===== src/rtl/masku_pkg.sv =====
// Sizes, derived widths and opcodes of the four-lane mask unit, imported by each RTL block
`default_nettype none

package masku_pkg;

  ////////////////////////////////////////
  // Lane geometry
  ////////////////////////////////////////

  // Lanes of the vector processor
  localparam int unsigned NrLanes   = 4;
  // Bits of one lane word
  localparam int unsigned LaneWidth = 64;
  // Byte strobes of one lane word
  localparam int unsigned LaneStrb  = LaneWidth / 8;

  // A beat spans all lanes, lane l holding bits 64*l up to 64*l+63
  localparam int unsigned BeatWidth = NrLanes * LaneWidth;
  localparam int unsigned BeatStrb  = NrLanes * LaneStrb;
  // Bit index to beat index
  localparam int unsigned BeatShift = $clog2(BeatWidth);

  ////////////////////////////////////////
  // Instruction fields
  ////////////////////////////////////////

  // Vector length, 1 up to 1024 bits
  localparam int unsigned VlWidth      = 11;
  // Beat counter, holds 0 up to 4 beats
  localparam int unsigned BeatCntWidth = 3;
  // Destination register index
  localparam int unsigned VdWidth      = 5;
  // Address words per vector register
  localparam int unsigned VregWords    = 4;
  // Register-file word address, vd * 4 + beat
  localparam int unsigned AddrWidth    = 7;
  // Instruction id
  localparam int unsigned IdWidth      = 3;
  localparam int unsigned OpWidth      = 3;

  ////////////////////////////////////////
  // Result queue
  ////////////////////////////////////////

  localparam int unsigned ResultDepth = 2;
  localparam int unsigned RqPtrWidth  = $clog2(ResultDepth);

  // Mask-logical opcodes, operand a is vs2 and operand b is vs1
  typedef enum logic [OpWidth-1:0] {
    VMAND,
    VMNAND,
    VMANDN,
    VMXOR,
    VMOR,
    VMNOR,
    VMORN,
    VMXNOR
  } mask_op_e;

endpackage

`default_nettype wire


===== src/rtl/masku_insn_ctrl.sv =====
// Mask unit instruction control, holds one instruction and counts issued and committed beats
`timescale 1ns/1ps
`default_nettype none

module masku_insn_ctrl (
  input  logic                                  clk_i,
  input  logic                                  rst_ni,
  // Sequencer request
  input  logic                                  req_valid_i,
  input  masku_pkg::mask_op_e                   req_op_i,
  input  logic [masku_pkg::VlWidth-1:0]         req_vl_i,
  input  logic [masku_pkg::VdWidth-1:0]         req_vd_i,
  input  logic                                  req_vm_i,
  input  logic [masku_pkg::IdWidth-1:0]         req_id_i,
  output logic                                  req_ready_o,
  // Issue conditions
  input  logic                                  operands_valid_i,
  input  logic                                  queue_full_i,
  output logic                                  issue_o,
  // Current instruction and beat
  output masku_pkg::mask_op_e                   op_o,
  output logic [masku_pkg::VlWidth-1:0]         vl_o,
  output logic                                  vm_o,
  output logic [masku_pkg::BeatCntWidth-1:0]    beat_o,
  output logic [masku_pkg::AddrWidth-1:0]       addr_o,
  output logic [masku_pkg::IdWidth-1:0]         id_o,
  // Commit side
  input  logic                                  pop_i,
  output logic                                  done_o,
  output logic [masku_pkg::IdWidth-1:0]         done_id_o
);
  import masku_pkg::*;

  // Control state
  logic                    busy_q;
  logic [BeatCntWidth-1:0] nr_beats_q;
  logic [BeatCntWidth-1:0] issue_cnt_q;
  logic [BeatCntWidth-1:0] commit_cnt_q;
  logic                    done_q;

  // Instruction payload
  mask_op_e                op_q;
  logic [VlWidth-1:0]      vl_q;
  logic [VdWidth-1:0]      vd_q;
  logic                    vm_q;
  logic [IdWidth-1:0]      id_q;
  logic [IdWidth-1:0]      done_id_q;

  logic                    accept;
  logic                    last_commit;
  logic [VlWidth:0]        vl_round;
  logic [BeatCntWidth-1:0] nr_beats_d;

  ////////////////////////////////////////
  // Handshakes
  ////////////////////////////////////////

  // Only one instruction in flight
  assign req_ready_o = !busy_q;
  assign accept      = req_valid_i && req_ready_o;

  // Beats per instruction, vl / 256 rounded up
  assign vl_round   = {1'b0, req_vl_i} + (VlWidth + 1)'(BeatWidth - 1);
  assign nr_beats_d = BeatCntWidth'(vl_round >> BeatShift);

  // Issue while beats remain, operands are there and the queue has room
  assign issue_o = busy_q && (issue_cnt_q != nr_beats_q) &&
                   operands_valid_i && !queue_full_i;

  // The entry holding the last beat leaves the queue
  assign last_commit = busy_q && pop_i &&
                       ((commit_cnt_q + BeatCntWidth'(1)) == nr_beats_q);

  ////////////////////////////////////////
  // Counters
  ////////////////////////////////////////

  always_ff @(posedge clk_i or negedge rst_ni) begin
    if (!rst_ni) begin
      busy_q       <= 1'b0;
      nr_beats_q   <= '0;
      issue_cnt_q  <= '0;
      commit_cnt_q <= '0;
      done_q       <= 1'b0;
    end else begin
      // Done follows the last pop by one cycle
      done_q <= last_commit;
      if (accept) begin
        busy_q       <= 1'b1;
        nr_beats_q   <= nr_beats_d;
        issue_cnt_q  <= '0;
        commit_cnt_q <= '0;
      end else begin
        if (issue_o) begin
          issue_cnt_q <= issue_cnt_q + BeatCntWidth'(1);
        end
        if (busy_q && pop_i) begin
          commit_cnt_q <= commit_cnt_q + BeatCntWidth'(1);
        end
        // Free for a new request together with the done pulse
        if (last_commit) begin
          busy_q <= 1'b0;
        end
      end
    end
  end

  // Instruction fields, captured on acceptance
  always_ff @(posedge clk_i) begin
    if (accept) begin
      op_q <= req_op_i;
      vl_q <= req_vl_i;
      vd_q <= req_vd_i;
      vm_q <= req_vm_i;
      id_q <= req_id_i;
    end
    if (last_commit) begin
      done_id_q <= id_q;
    end
  end

  assign op_o      = op_q;
  assign vl_o      = vl_q;
  assign vm_o      = vm_q;
  assign beat_o    = issue_cnt_q;
  assign id_o      = id_q;
  // Word address of the current beat inside vd
  assign addr_o    = AddrWidth'(vd_q) * AddrWidth'(VregWords) + AddrWidth'(issue_cnt_q);
  assign done_o    = done_q;
  assign done_id_o = done_id_q;

endmodule

`default_nettype wire


===== src/rtl/masku_alu.sv =====
// Mask ALU, computes one beat of a mask-logical operation with vl and mask bit enables
`timescale 1ns/1ps
`default_nettype none

module masku_alu (
  input  masku_pkg::mask_op_e                op_i,
  input  logic [masku_pkg::VlWidth-1:0]      vl_i,
  input  logic                               vm_i,
  input  logic [masku_pkg::BeatCntWidth-1:0] beat_i,
  // Flat beat operands, lane l at bits 64*l and up
  input  logic [masku_pkg::BeatWidth-1:0]    opa_i,
  input  logic [masku_pkg::BeatWidth-1:0]    opb_i,
  input  logic [masku_pkg::BeatWidth-1:0]    old_i,
  input  logic [masku_pkg::BeatWidth-1:0]    mask_i,
  output logic [masku_pkg::BeatWidth-1:0]    result_o,
  output logic [masku_pkg::BeatStrb-1:0]     be_o
);
  import masku_pkg::*;

  logic [VlWidth-1:0]   beat_base;
  logic [VlWidth-1:0]   remaining;
  logic [BeatWidth-1:0] vl_en;
  logic [BeatWidth-1:0] bit_en;
  logic [BeatWidth-1:0] op_res;

  // First global bit index of this beat
  assign beat_base = VlWidth'(beat_i) << BeatShift;
  // Bits of the vector that fall into this beat or later
  assign remaining = (vl_i > beat_base) ? (vl_i - beat_base) : '0;

  ////////////////////////////////////////
  // Bit and byte enables
  ////////////////////////////////////////

  always_comb begin
    for (int unsigned i = 0; i < BeatWidth; i++) begin
      vl_en[i] = VlWidth'(i) < remaining;
    end
  end

  // Masked instruction, inactive bits keep vd
  assign bit_en = vm_i ? vl_en : (vl_en & mask_i);

  // Byte is written when its first bit lies below vl
  always_comb begin
    for (int unsigned k = 0; k < BeatStrb; k++) begin
      be_o[k] = VlWidth'(k * (LaneWidth / LaneStrb)) < remaining;
    end
  end

  ////////////////////////////////////////
  // Logical operation
  ////////////////////////////////////////

  always_comb begin
    unique case (op_i)
      VMAND:   op_res = opa_i & opb_i;
      VMNAND:  op_res = ~(opa_i & opb_i);
      VMANDN:  op_res = opa_i & ~opb_i;
      VMXOR:   op_res = opa_i ^ opb_i;
      VMOR:    op_res = opa_i | opb_i;
      VMNOR:   op_res = ~(opa_i | opb_i);
      VMORN:   op_res = opa_i | ~opb_i;
      VMXNOR:  op_res = ~(opa_i ^ opb_i);
      default: op_res = '0;
    endcase
  end

  // Merge with the old destination bit by bit
  assign result_o = (op_res & bit_en) | (old_i & ~bit_en);

endmodule

`default_nettype wire


===== src/rtl/masku_result_queue.sv =====
// Mask unit result queue, two beats deep, written back per lane through request and grant
`timescale 1ns/1ps
`default_nettype none

module masku_result_queue (
  input  logic                                                       clk_i,
  input  logic                                                       rst_ni,
  // Push side from the ALU
  input  logic                                                       push_i,
  input  logic [masku_pkg::BeatWidth-1:0]                            wdata_i,
  input  logic [masku_pkg::BeatStrb-1:0]                             be_i,
  input  logic [masku_pkg::AddrWidth-1:0]                            addr_i,
  input  logic [masku_pkg::IdWidth-1:0]                              id_i,
  output logic                                                       full_o,
  output logic                                                       pop_o,
  // Register-file write per lane
  output logic [masku_pkg::NrLanes-1:0]                              result_req_o,
  output logic [masku_pkg::NrLanes-1:0][masku_pkg::AddrWidth-1:0]    result_addr_o,
  output logic [masku_pkg::NrLanes-1:0][masku_pkg::IdWidth-1:0]      result_id_o,
  output logic [masku_pkg::NrLanes-1:0][masku_pkg::LaneWidth-1:0]    result_wdata_o,
  output logic [masku_pkg::NrLanes-1:0][masku_pkg::LaneStrb-1:0]     result_be_o,
  input  logic [masku_pkg::NrLanes-1:0]                              result_gnt_i
);
  import masku_pkg::*;

  // Entry payload
  logic [ResultDepth-1:0][BeatWidth-1:0] wdata_q;
  logic [ResultDepth-1:0][BeatStrb-1:0]  be_q;
  logic [ResultDepth-1:0][AddrWidth-1:0] addr_q;
  logic [ResultDepth-1:0][IdWidth-1:0]   id_q;

  // One pending bit per lane and entry
  logic [ResultDepth-1:0][NrLanes-1:0]   valid_q;
  logic [RqPtrWidth-1:0]                 wr_ptr_q;
  logic [RqPtrWidth-1:0]                 rd_ptr_q;

  logic [ResultDepth-1:0]                entry_busy;
  logic [NrLanes-1:0]                    head_valid;
  logic [NrLanes-1:0]                    head_left;

  function automatic logic [RqPtrWidth-1:0] next_ptr(input logic [RqPtrWidth-1:0] ptr);
    next_ptr = (ptr == RqPtrWidth'(ResultDepth - 1)) ? '0 : ptr + RqPtrWidth'(1);
  endfunction

  ////////////////////////////////////////
  // Occupancy
  ////////////////////////////////////////

  // An entry stays busy until every lane has taken its word
  always_comb begin
    for (int unsigned e = 0; e < ResultDepth; e++) begin
      entry_busy[e] = |valid_q[e];
    end
  end

  assign full_o     = &entry_busy;
  assign head_valid = valid_q[rd_ptr_q];
  // Lanes still waiting after this cycle's grants
  assign head_left  = head_valid & ~result_gnt_i;
  // Last outstanding lane granted
  assign pop_o      = (|head_valid) && !(|head_left);

  // Payload write
  always_ff @(posedge clk_i) begin
    if (push_i) begin
      wdata_q[wr_ptr_q] <= wdata_i;
      be_q[wr_ptr_q]    <= be_i;
      addr_q[wr_ptr_q]  <= addr_i;
      id_q[wr_ptr_q]    <= id_i;
    end
  end

  always_ff @(posedge clk_i or negedge rst_ni) begin
    if (!rst_ni) begin
      valid_q  <= '0;
      wr_ptr_q <= '0;
      rd_ptr_q <= '0;
    end else begin
      // Drop granted lanes of the head entry
      valid_q[rd_ptr_q] <= head_left;
      // A push only lands on a free entry, so it may follow the clear
      if (push_i) begin
        valid_q[wr_ptr_q] <= '1;
        wr_ptr_q          <= next_ptr(wr_ptr_q);
      end
      if (pop_o) begin
        rd_ptr_q <= next_ptr(rd_ptr_q);
      end
    end
  end

  ////////////////////////////////////////
  // Lane outputs
  ////////////////////////////////////////

  for (genvar l = 0; l < NrLanes; l++) begin : gen_lane_out
    assign result_req_o[l]   = head_valid[l];
    assign result_addr_o[l]  = addr_q[rd_ptr_q];
    assign result_id_o[l]    = id_q[rd_ptr_q];
    // Lane l owns its 64-bit slice of the beat
    assign result_wdata_o[l] = wdata_q[rd_ptr_q][l*LaneWidth +: LaneWidth];
    assign result_be_o[l]    = be_q[rd_ptr_q][l*LaneStrb +: LaneStrb];
  end

endmodule

`default_nettype wire


===== src/rtl/masku.sv =====
// Mask unit top level, joins lane operands and ties control, mask ALU and result queue
`timescale 1ns/1ps
`default_nettype none

module masku (
  input  logic                                                       clk_i,
  input  logic                                                       rst_ni,
  // Sequencer
  input  logic                                                       req_valid_i,
  input  masku_pkg::mask_op_e                                        req_op_i,
  input  logic [masku_pkg::VlWidth-1:0]                              req_vl_i,
  input  logic [masku_pkg::VdWidth-1:0]                              req_vd_i,
  input  logic                                                       req_vm_i,
  input  logic [masku_pkg::IdWidth-1:0]                              req_id_i,
  output logic                                                       req_ready_o,
  output logic                                                       done_o,
  output logic [masku_pkg::IdWidth-1:0]                              done_id_o,
  // Lane operands
  input  logic [masku_pkg::NrLanes-1:0][masku_pkg::LaneWidth-1:0]    opa_i,
  input  logic [masku_pkg::NrLanes-1:0]                              opa_valid_i,
  input  logic [masku_pkg::NrLanes-1:0][masku_pkg::LaneWidth-1:0]    opb_i,
  input  logic [masku_pkg::NrLanes-1:0]                              opb_valid_i,
  input  logic [masku_pkg::NrLanes-1:0][masku_pkg::LaneWidth-1:0]    old_i,
  input  logic [masku_pkg::NrLanes-1:0]                              old_valid_i,
  input  logic [masku_pkg::NrLanes-1:0][masku_pkg::LaneWidth-1:0]    mask_i,
  input  logic [masku_pkg::NrLanes-1:0]                              mask_valid_i,
  output logic [masku_pkg::NrLanes-1:0]                              operand_ready_o,
  // Lane results
  output logic [masku_pkg::NrLanes-1:0]                              result_req_o,
  output logic [masku_pkg::NrLanes-1:0][masku_pkg::AddrWidth-1:0]    result_addr_o,
  output logic [masku_pkg::NrLanes-1:0][masku_pkg::IdWidth-1:0]      result_id_o,
  output logic [masku_pkg::NrLanes-1:0][masku_pkg::LaneWidth-1:0]    result_wdata_o,
  output logic [masku_pkg::NrLanes-1:0][masku_pkg::LaneStrb-1:0]     result_be_o,
  input  logic [masku_pkg::NrLanes-1:0]                              result_gnt_i
);
  import masku_pkg::*;

  logic                    operands_valid;
  logic                    queue_full;
  logic                    queue_pop;
  logic                    issue;
  mask_op_e                op;
  logic [VlWidth-1:0]      vl;
  logic                    vm;
  logic [BeatCntWidth-1:0] beat;
  logic [AddrWidth-1:0]    addr;
  logic [IdWidth-1:0]      id;

  // Lane words laid side by side
  logic [BeatWidth-1:0]    opa_flat;
  logic [BeatWidth-1:0]    opb_flat;
  logic [BeatWidth-1:0]    old_flat;
  logic [BeatWidth-1:0]    mask_flat;
  logic [BeatWidth-1:0]    alu_result;
  logic [BeatStrb-1:0]     alu_be;

  // All lanes together, the mask only for a masked instruction
  assign operands_valid = (&opa_valid_i) && (&opb_valid_i) && (&old_valid_i) &&
                          (vm || (&mask_valid_i));
  // Every lane consumes its operands on the issue cycle
  assign operand_ready_o = {NrLanes{issue}};

  assign opa_flat  = opa_i;
  assign opb_flat  = opb_i;
  assign old_flat  = old_i;
  assign mask_flat = mask_i;

  masku_insn_ctrl masku_insn_ctrl_inst (
    .clk_i            (clk_i),
    .rst_ni           (rst_ni),
    .req_valid_i      (req_valid_i),
    .req_op_i         (req_op_i),
    .req_vl_i         (req_vl_i),
    .req_vd_i         (req_vd_i),
    .req_vm_i         (req_vm_i),
    .req_id_i         (req_id_i),
    .req_ready_o      (req_ready_o),
    .operands_valid_i (operands_valid),
    .queue_full_i     (queue_full),
    .issue_o          (issue),
    .op_o             (op),
    .vl_o             (vl),
    .vm_o             (vm),
    .beat_o           (beat),
    .addr_o           (addr),
    .id_o             (id),
    .pop_i            (queue_pop),
    .done_o           (done_o),
    .done_id_o        (done_id_o)
  );

  masku_alu masku_alu_inst (
    .op_i     (op),
    .vl_i     (vl),
    .vm_i     (vm),
    .beat_i   (beat),
    .opa_i    (opa_flat),
    .opb_i    (opb_flat),
    .old_i    (old_flat),
    .mask_i   (mask_flat),
    .result_o (alu_result),
    .be_o     (alu_be)
  );

  // One entry per issued beat
  masku_result_queue masku_result_queue_inst (
    .clk_i          (clk_i),
    .rst_ni         (rst_ni),
    .push_i         (issue),
    .wdata_i        (alu_result),
    .be_i           (alu_be),
    .addr_i         (addr),
    .id_i           (id),
    .full_o         (queue_full),
    .pop_o          (queue_pop),
    .result_req_o   (result_req_o),
    .result_addr_o  (result_addr_o),
    .result_id_o    (result_id_o),
    .result_wdata_o (result_wdata_o),
    .result_be_o    (result_be_o),
    .result_gnt_i   (result_gnt_i)
  );

endmodule

`default_nettype wire


===== config.mk =====
export PLATFORM = sky130hd
export DESIGN_NAME = masku
export DESIGN_NICKNAME = d
export VERILOG_FILES = /design/src/rtl/masku_pkg.sv /design/src/rtl/masku_insn_ctrl.sv /design/src/rtl/masku_alu.sv /design/src/rtl/masku_result_queue.sv /design/src/rtl/masku.sv
export SDC_FILE = /design/constraint.sdc
export NUM_CORES = 2
export LEC_CHECK = 0
export BUFFER_PORTS_ARGS = -buffer_cell sky130_fd_sc_hd__buf_4
export CAP_MARGIN = 0
export CORE_AREA = 2 2 549 551
export DETAILED_ROUTE_END_ITERATION = 10
export DIE_AREA = 0 0 551 553
export PLACE_DENSITY = 0.41
export SLEW_MARGIN = 10
export SYNTH_ARGS = -nofsm -noshare
export SYNTH_HDL_FRONTEND = slang
export SYNTH_SLANG_ARGS = --single-unit
export TNS_END_PERCENT = 30

===== constraint.sdc =====
create_clock -name clk_i -period 27.8 [get_ports clk_i]
set_input_delay 8.34 -clock clk_i [delete_from_list [all_inputs] [get_ports clk_i]]
set_output_delay 8.34 -clock clk_i [all_outputs]
set_load 0.03 [all_outputs]

==> run_results.csv <==
group,metric,value,unit
run_status,status,"finished, final reports clean",
sta,hold_viol,0,
power_and_ir_drop,power_density,34.2,mW/mm^2
global_routing,top_usage_layer,"met2",
clocking,cts.sinks,643,
drt,ant_nets,0,
sta,slew_headroom,3.39,%
synth,synth.distinct_cells,85,
worst_setup_path,worst_setup_path_end_kind,"output pin",
synth,synth_seq_cells,643,
layout,nets,9760,
synth,synth_top_area_share,30.6,%
clocking,cts.path.max_buffers,4,
sta,clock.fmax,0.0555,GHz
drt,drc,0,
global_routing,grt.met3_usage,7.80,%
layout,drive_gt1_share,29.1,%
clocking,cts_buffers,92,
synth,ys_top_cells_by_area,"edfxtp_1 31%, ha_1 21%, mux2_2 7.6%",
die,core.rowCount,201,
global_routing,grt_pass1_wl,524,mm
place,place.gp.congestion,0.918,
global_routing,grt_pass1_vias,55200,
place,dpl.hpwl,336,mm
worst_setup_path,crit_fanout,9,
sta,tightest_slew,1430,ps
sta,period_needed,18020,ps
synth,synth_area,0.0610,sq mm
worst_setup_path,arrival,9680,ps
clocking,hold_buffers,0,
sta,tns,0,ps
layout,area_growth,30.7,%
drt,wire_per_inst,34.6,um
die,dieHeight,553,um
global_routing,antenna_found_initial,247,
sta,clock_skew,61.9,ps
worst_setup_path,start_kind,"input pin",
sta,period_share,64.8,%
synth,yosys_warnings,0,
clocking,cts_htree_levels,3,
worst_hold_path,hold_class,"flop to flop",
sta,finalSetupViolations,0,
sta,finalWorstSetupSlack,9780,ps
sta,hold-worst-slack,494,ps
clocking,post-cts-setup-buffers,0,
worst_setup_path,critPathKind,"input pin to output pin",
drt,vias,57900,
global_routing,gr-usage-met2,39.6,%
drt,drt_first_pass_iters,6,
place,numPortBuffers,1410,
die,core-area,0.299,sq mm
clocking,cts_tree,"done",
drt,drtIter0Drc,5132,
synth,async_flop_share,3.27,%
power_and_ir_drop,p_leak,34.2,nW
clocking,clkLatencyLatePin,830,ps
drt,drt-total-wl,409,mm
global_routing,track_usage,25.7,%
die,ioPinCount,1411,
global_routing,grt_max_degree,187,
drt,via_per_inst,4.90,
die,start_util,20.4,%
clocking,cts_resized,0,
die,dieWidth,551,um
global_routing,overflow,0,
synth,synth_nets,8553,
sta,rsz0062_at_grt,"false",
synth,synth-seq-area-share,31.5,%
synth,avgSynthCellArea,9.45,sq um
synth,ys.flop_type,"edfxtp_1",
power_and_ir_drop,irDropWorstVdd,47.2,uV
run,cap_violations,0,
clocking,cts_root_buffer,"clkbuf_16",
global_routing,use_met1,33.3,%
synth,yosysTopAreaCell,"edfxtp_1",
clocking,clk_pin_slew,60,ps
place,dpl_worst_slack,9790,ps
sta,slew_violations,0,
die,die-area,0.305,sq mm
synth,syn_inst,6451,
worst_setup_path,cp.required,19460,ps
synth,synth_edf_count,622,
flip-flops by register name, summed over array words and instances, names as in the netlist:
name	cells
masku_result_queue_inst.rd_ptr_q	1
masku_insn_ctrl_inst.op_o	3
masku_result_queue_inst.be_q	64
masku_insn_ctrl_inst.commit_cnt_q	3
masku_insn_ctrl_inst.vd_q	5
masku_insn_ctrl_inst.nr_beats_q	3
masku_insn_ctrl_inst.vm_o	1
masku_insn_ctrl_inst.beat_o	3
masku_insn_ctrl_inst.done_o	1
masku_result_queue_inst.wr_ptr_q	1
masku_result_queue_inst.wdata_q	512
masku_insn_ctrl_inst.id_o	3
masku_insn_ctrl_inst.busy_q	1
masku_result_queue_inst.valid_q	8
masku_result_queue_inst.addr_q	14
masku_insn_ctrl_inst.done_id_o	3
masku_insn_ctrl_inst.vl_o	11
masku_result_queue_inst.id_q	6
final cells by class:
cell class | count | area [sq um]
antenna | 130 | 325
sequential | 643 | 19200
multi-input combinational | 4716 | 37800
tap | 3958 | 4950
clock inverter | 63 | 686
fill | 31900 | 219000
inverter | 619 | 2340
clock buffer | 104 | 2410
timing repair buffer | 1586 | 12000
synth_stat cells (92+ instances only):
library cell	instances
a221oi_1	92
a211oi_1	104
nor2_1	321
o221ai_1	187
inv_1	617
clkbuf_1	320
o21ai_0	543
ha_1	1031
nand2_1	459
xor2_1	153
mux2_2	413
edfxtp_1	622
a21oi_1	530
layout by cell type, fill, tap and decap left out, types with 99 or more instances in the layout:
| cell type | n |
|---|---|
| a211oi_1 | 99 |
| a21oi_1 | 524 |
| buf_4 | 1581 |
| diode_2 | 130 |
| edfxtp_1 | 622 |
| ha_1 | 1031 |
| inv_1 | 614 |
| mux2_2 | 413 |
| nand2_1 | 452 |
| nor2_1 | 310 |
| o21ai_0 | 497 |
| o221ai_1 | 185 |
| xor2_1 | 153 |
worst max-delay path: stages:
cell,delay [ps]
buf_4,90
nand4_1,90
nor4_1,440
and4_1,490
buf_4,230
path summary, 6_finish.rpt:
check,start,endpoint,slack [ps],cells after the start
worst max-delay path,opb_valid_i[1],operand_ready_o[3],9780,5
worst min-delay path,masku_result_queue_inst.valid_q[6],masku_result_queue_inst.valid_q[6],490,2
worst max register to register,masku_insn_ctrl_inst.beat_o[0],masku_result_queue_inst.wdata_q[134],21710,9
worst min register to register,masku_result_queue_inst.valid_q[6],masku_result_queue_inst.valid_q[6],490,2
max in group asynchronous,rst_ni,masku_result_queue_inst.rd_ptr_q,20140,1
min in group asynchronous,rst_ni,masku_result_queue_inst.valid_q[0],7390,1
stage by stage:
step,total power (W),cell area (sq um),utilization [%],instances
CTS,0.00276,79400,26.6,11700
global route,0.00283,79500,26.6,11800
finish,0.00273,79700,26.7,11800
global placement,0.00149,76300,25.5,11500
floorplan,0.00126,61000,-,6451
detailed placement,0.00151,76300,25.5,11500
power by group:
group | internal (W) | total, W | switching (W)
clock | 0.000735 | 0.00124 | 0.000504
combinational | 0.000202 | 0.000427 | 0.000226
sequential | 0.00106 | 0.00106 | 0
layer usage:
metal,vias up,share of wire [%]
met5,-,0.21
met4,126,4.1
met3,590,9.1
met2,2745,44
met1,28800,43
li1,25600,-
cell families after synthesis:
logic type / Yosys count / share of synthesized area [%]
AO/OA/AOI/OAI: 1909 / 20.2
buffers and inverters: 1092 / 7.03
adder cells (fa/ha/maj): 1032 / 21.2
AND/OR/NAND/NOR: 1023 / 7.28
flip-flops: 643 / 31.5
multiplexers: 523 / 9.47
XOR/XNOR: 229 / 3.30
Note: power is estimated with default switching activity, not from simulation.
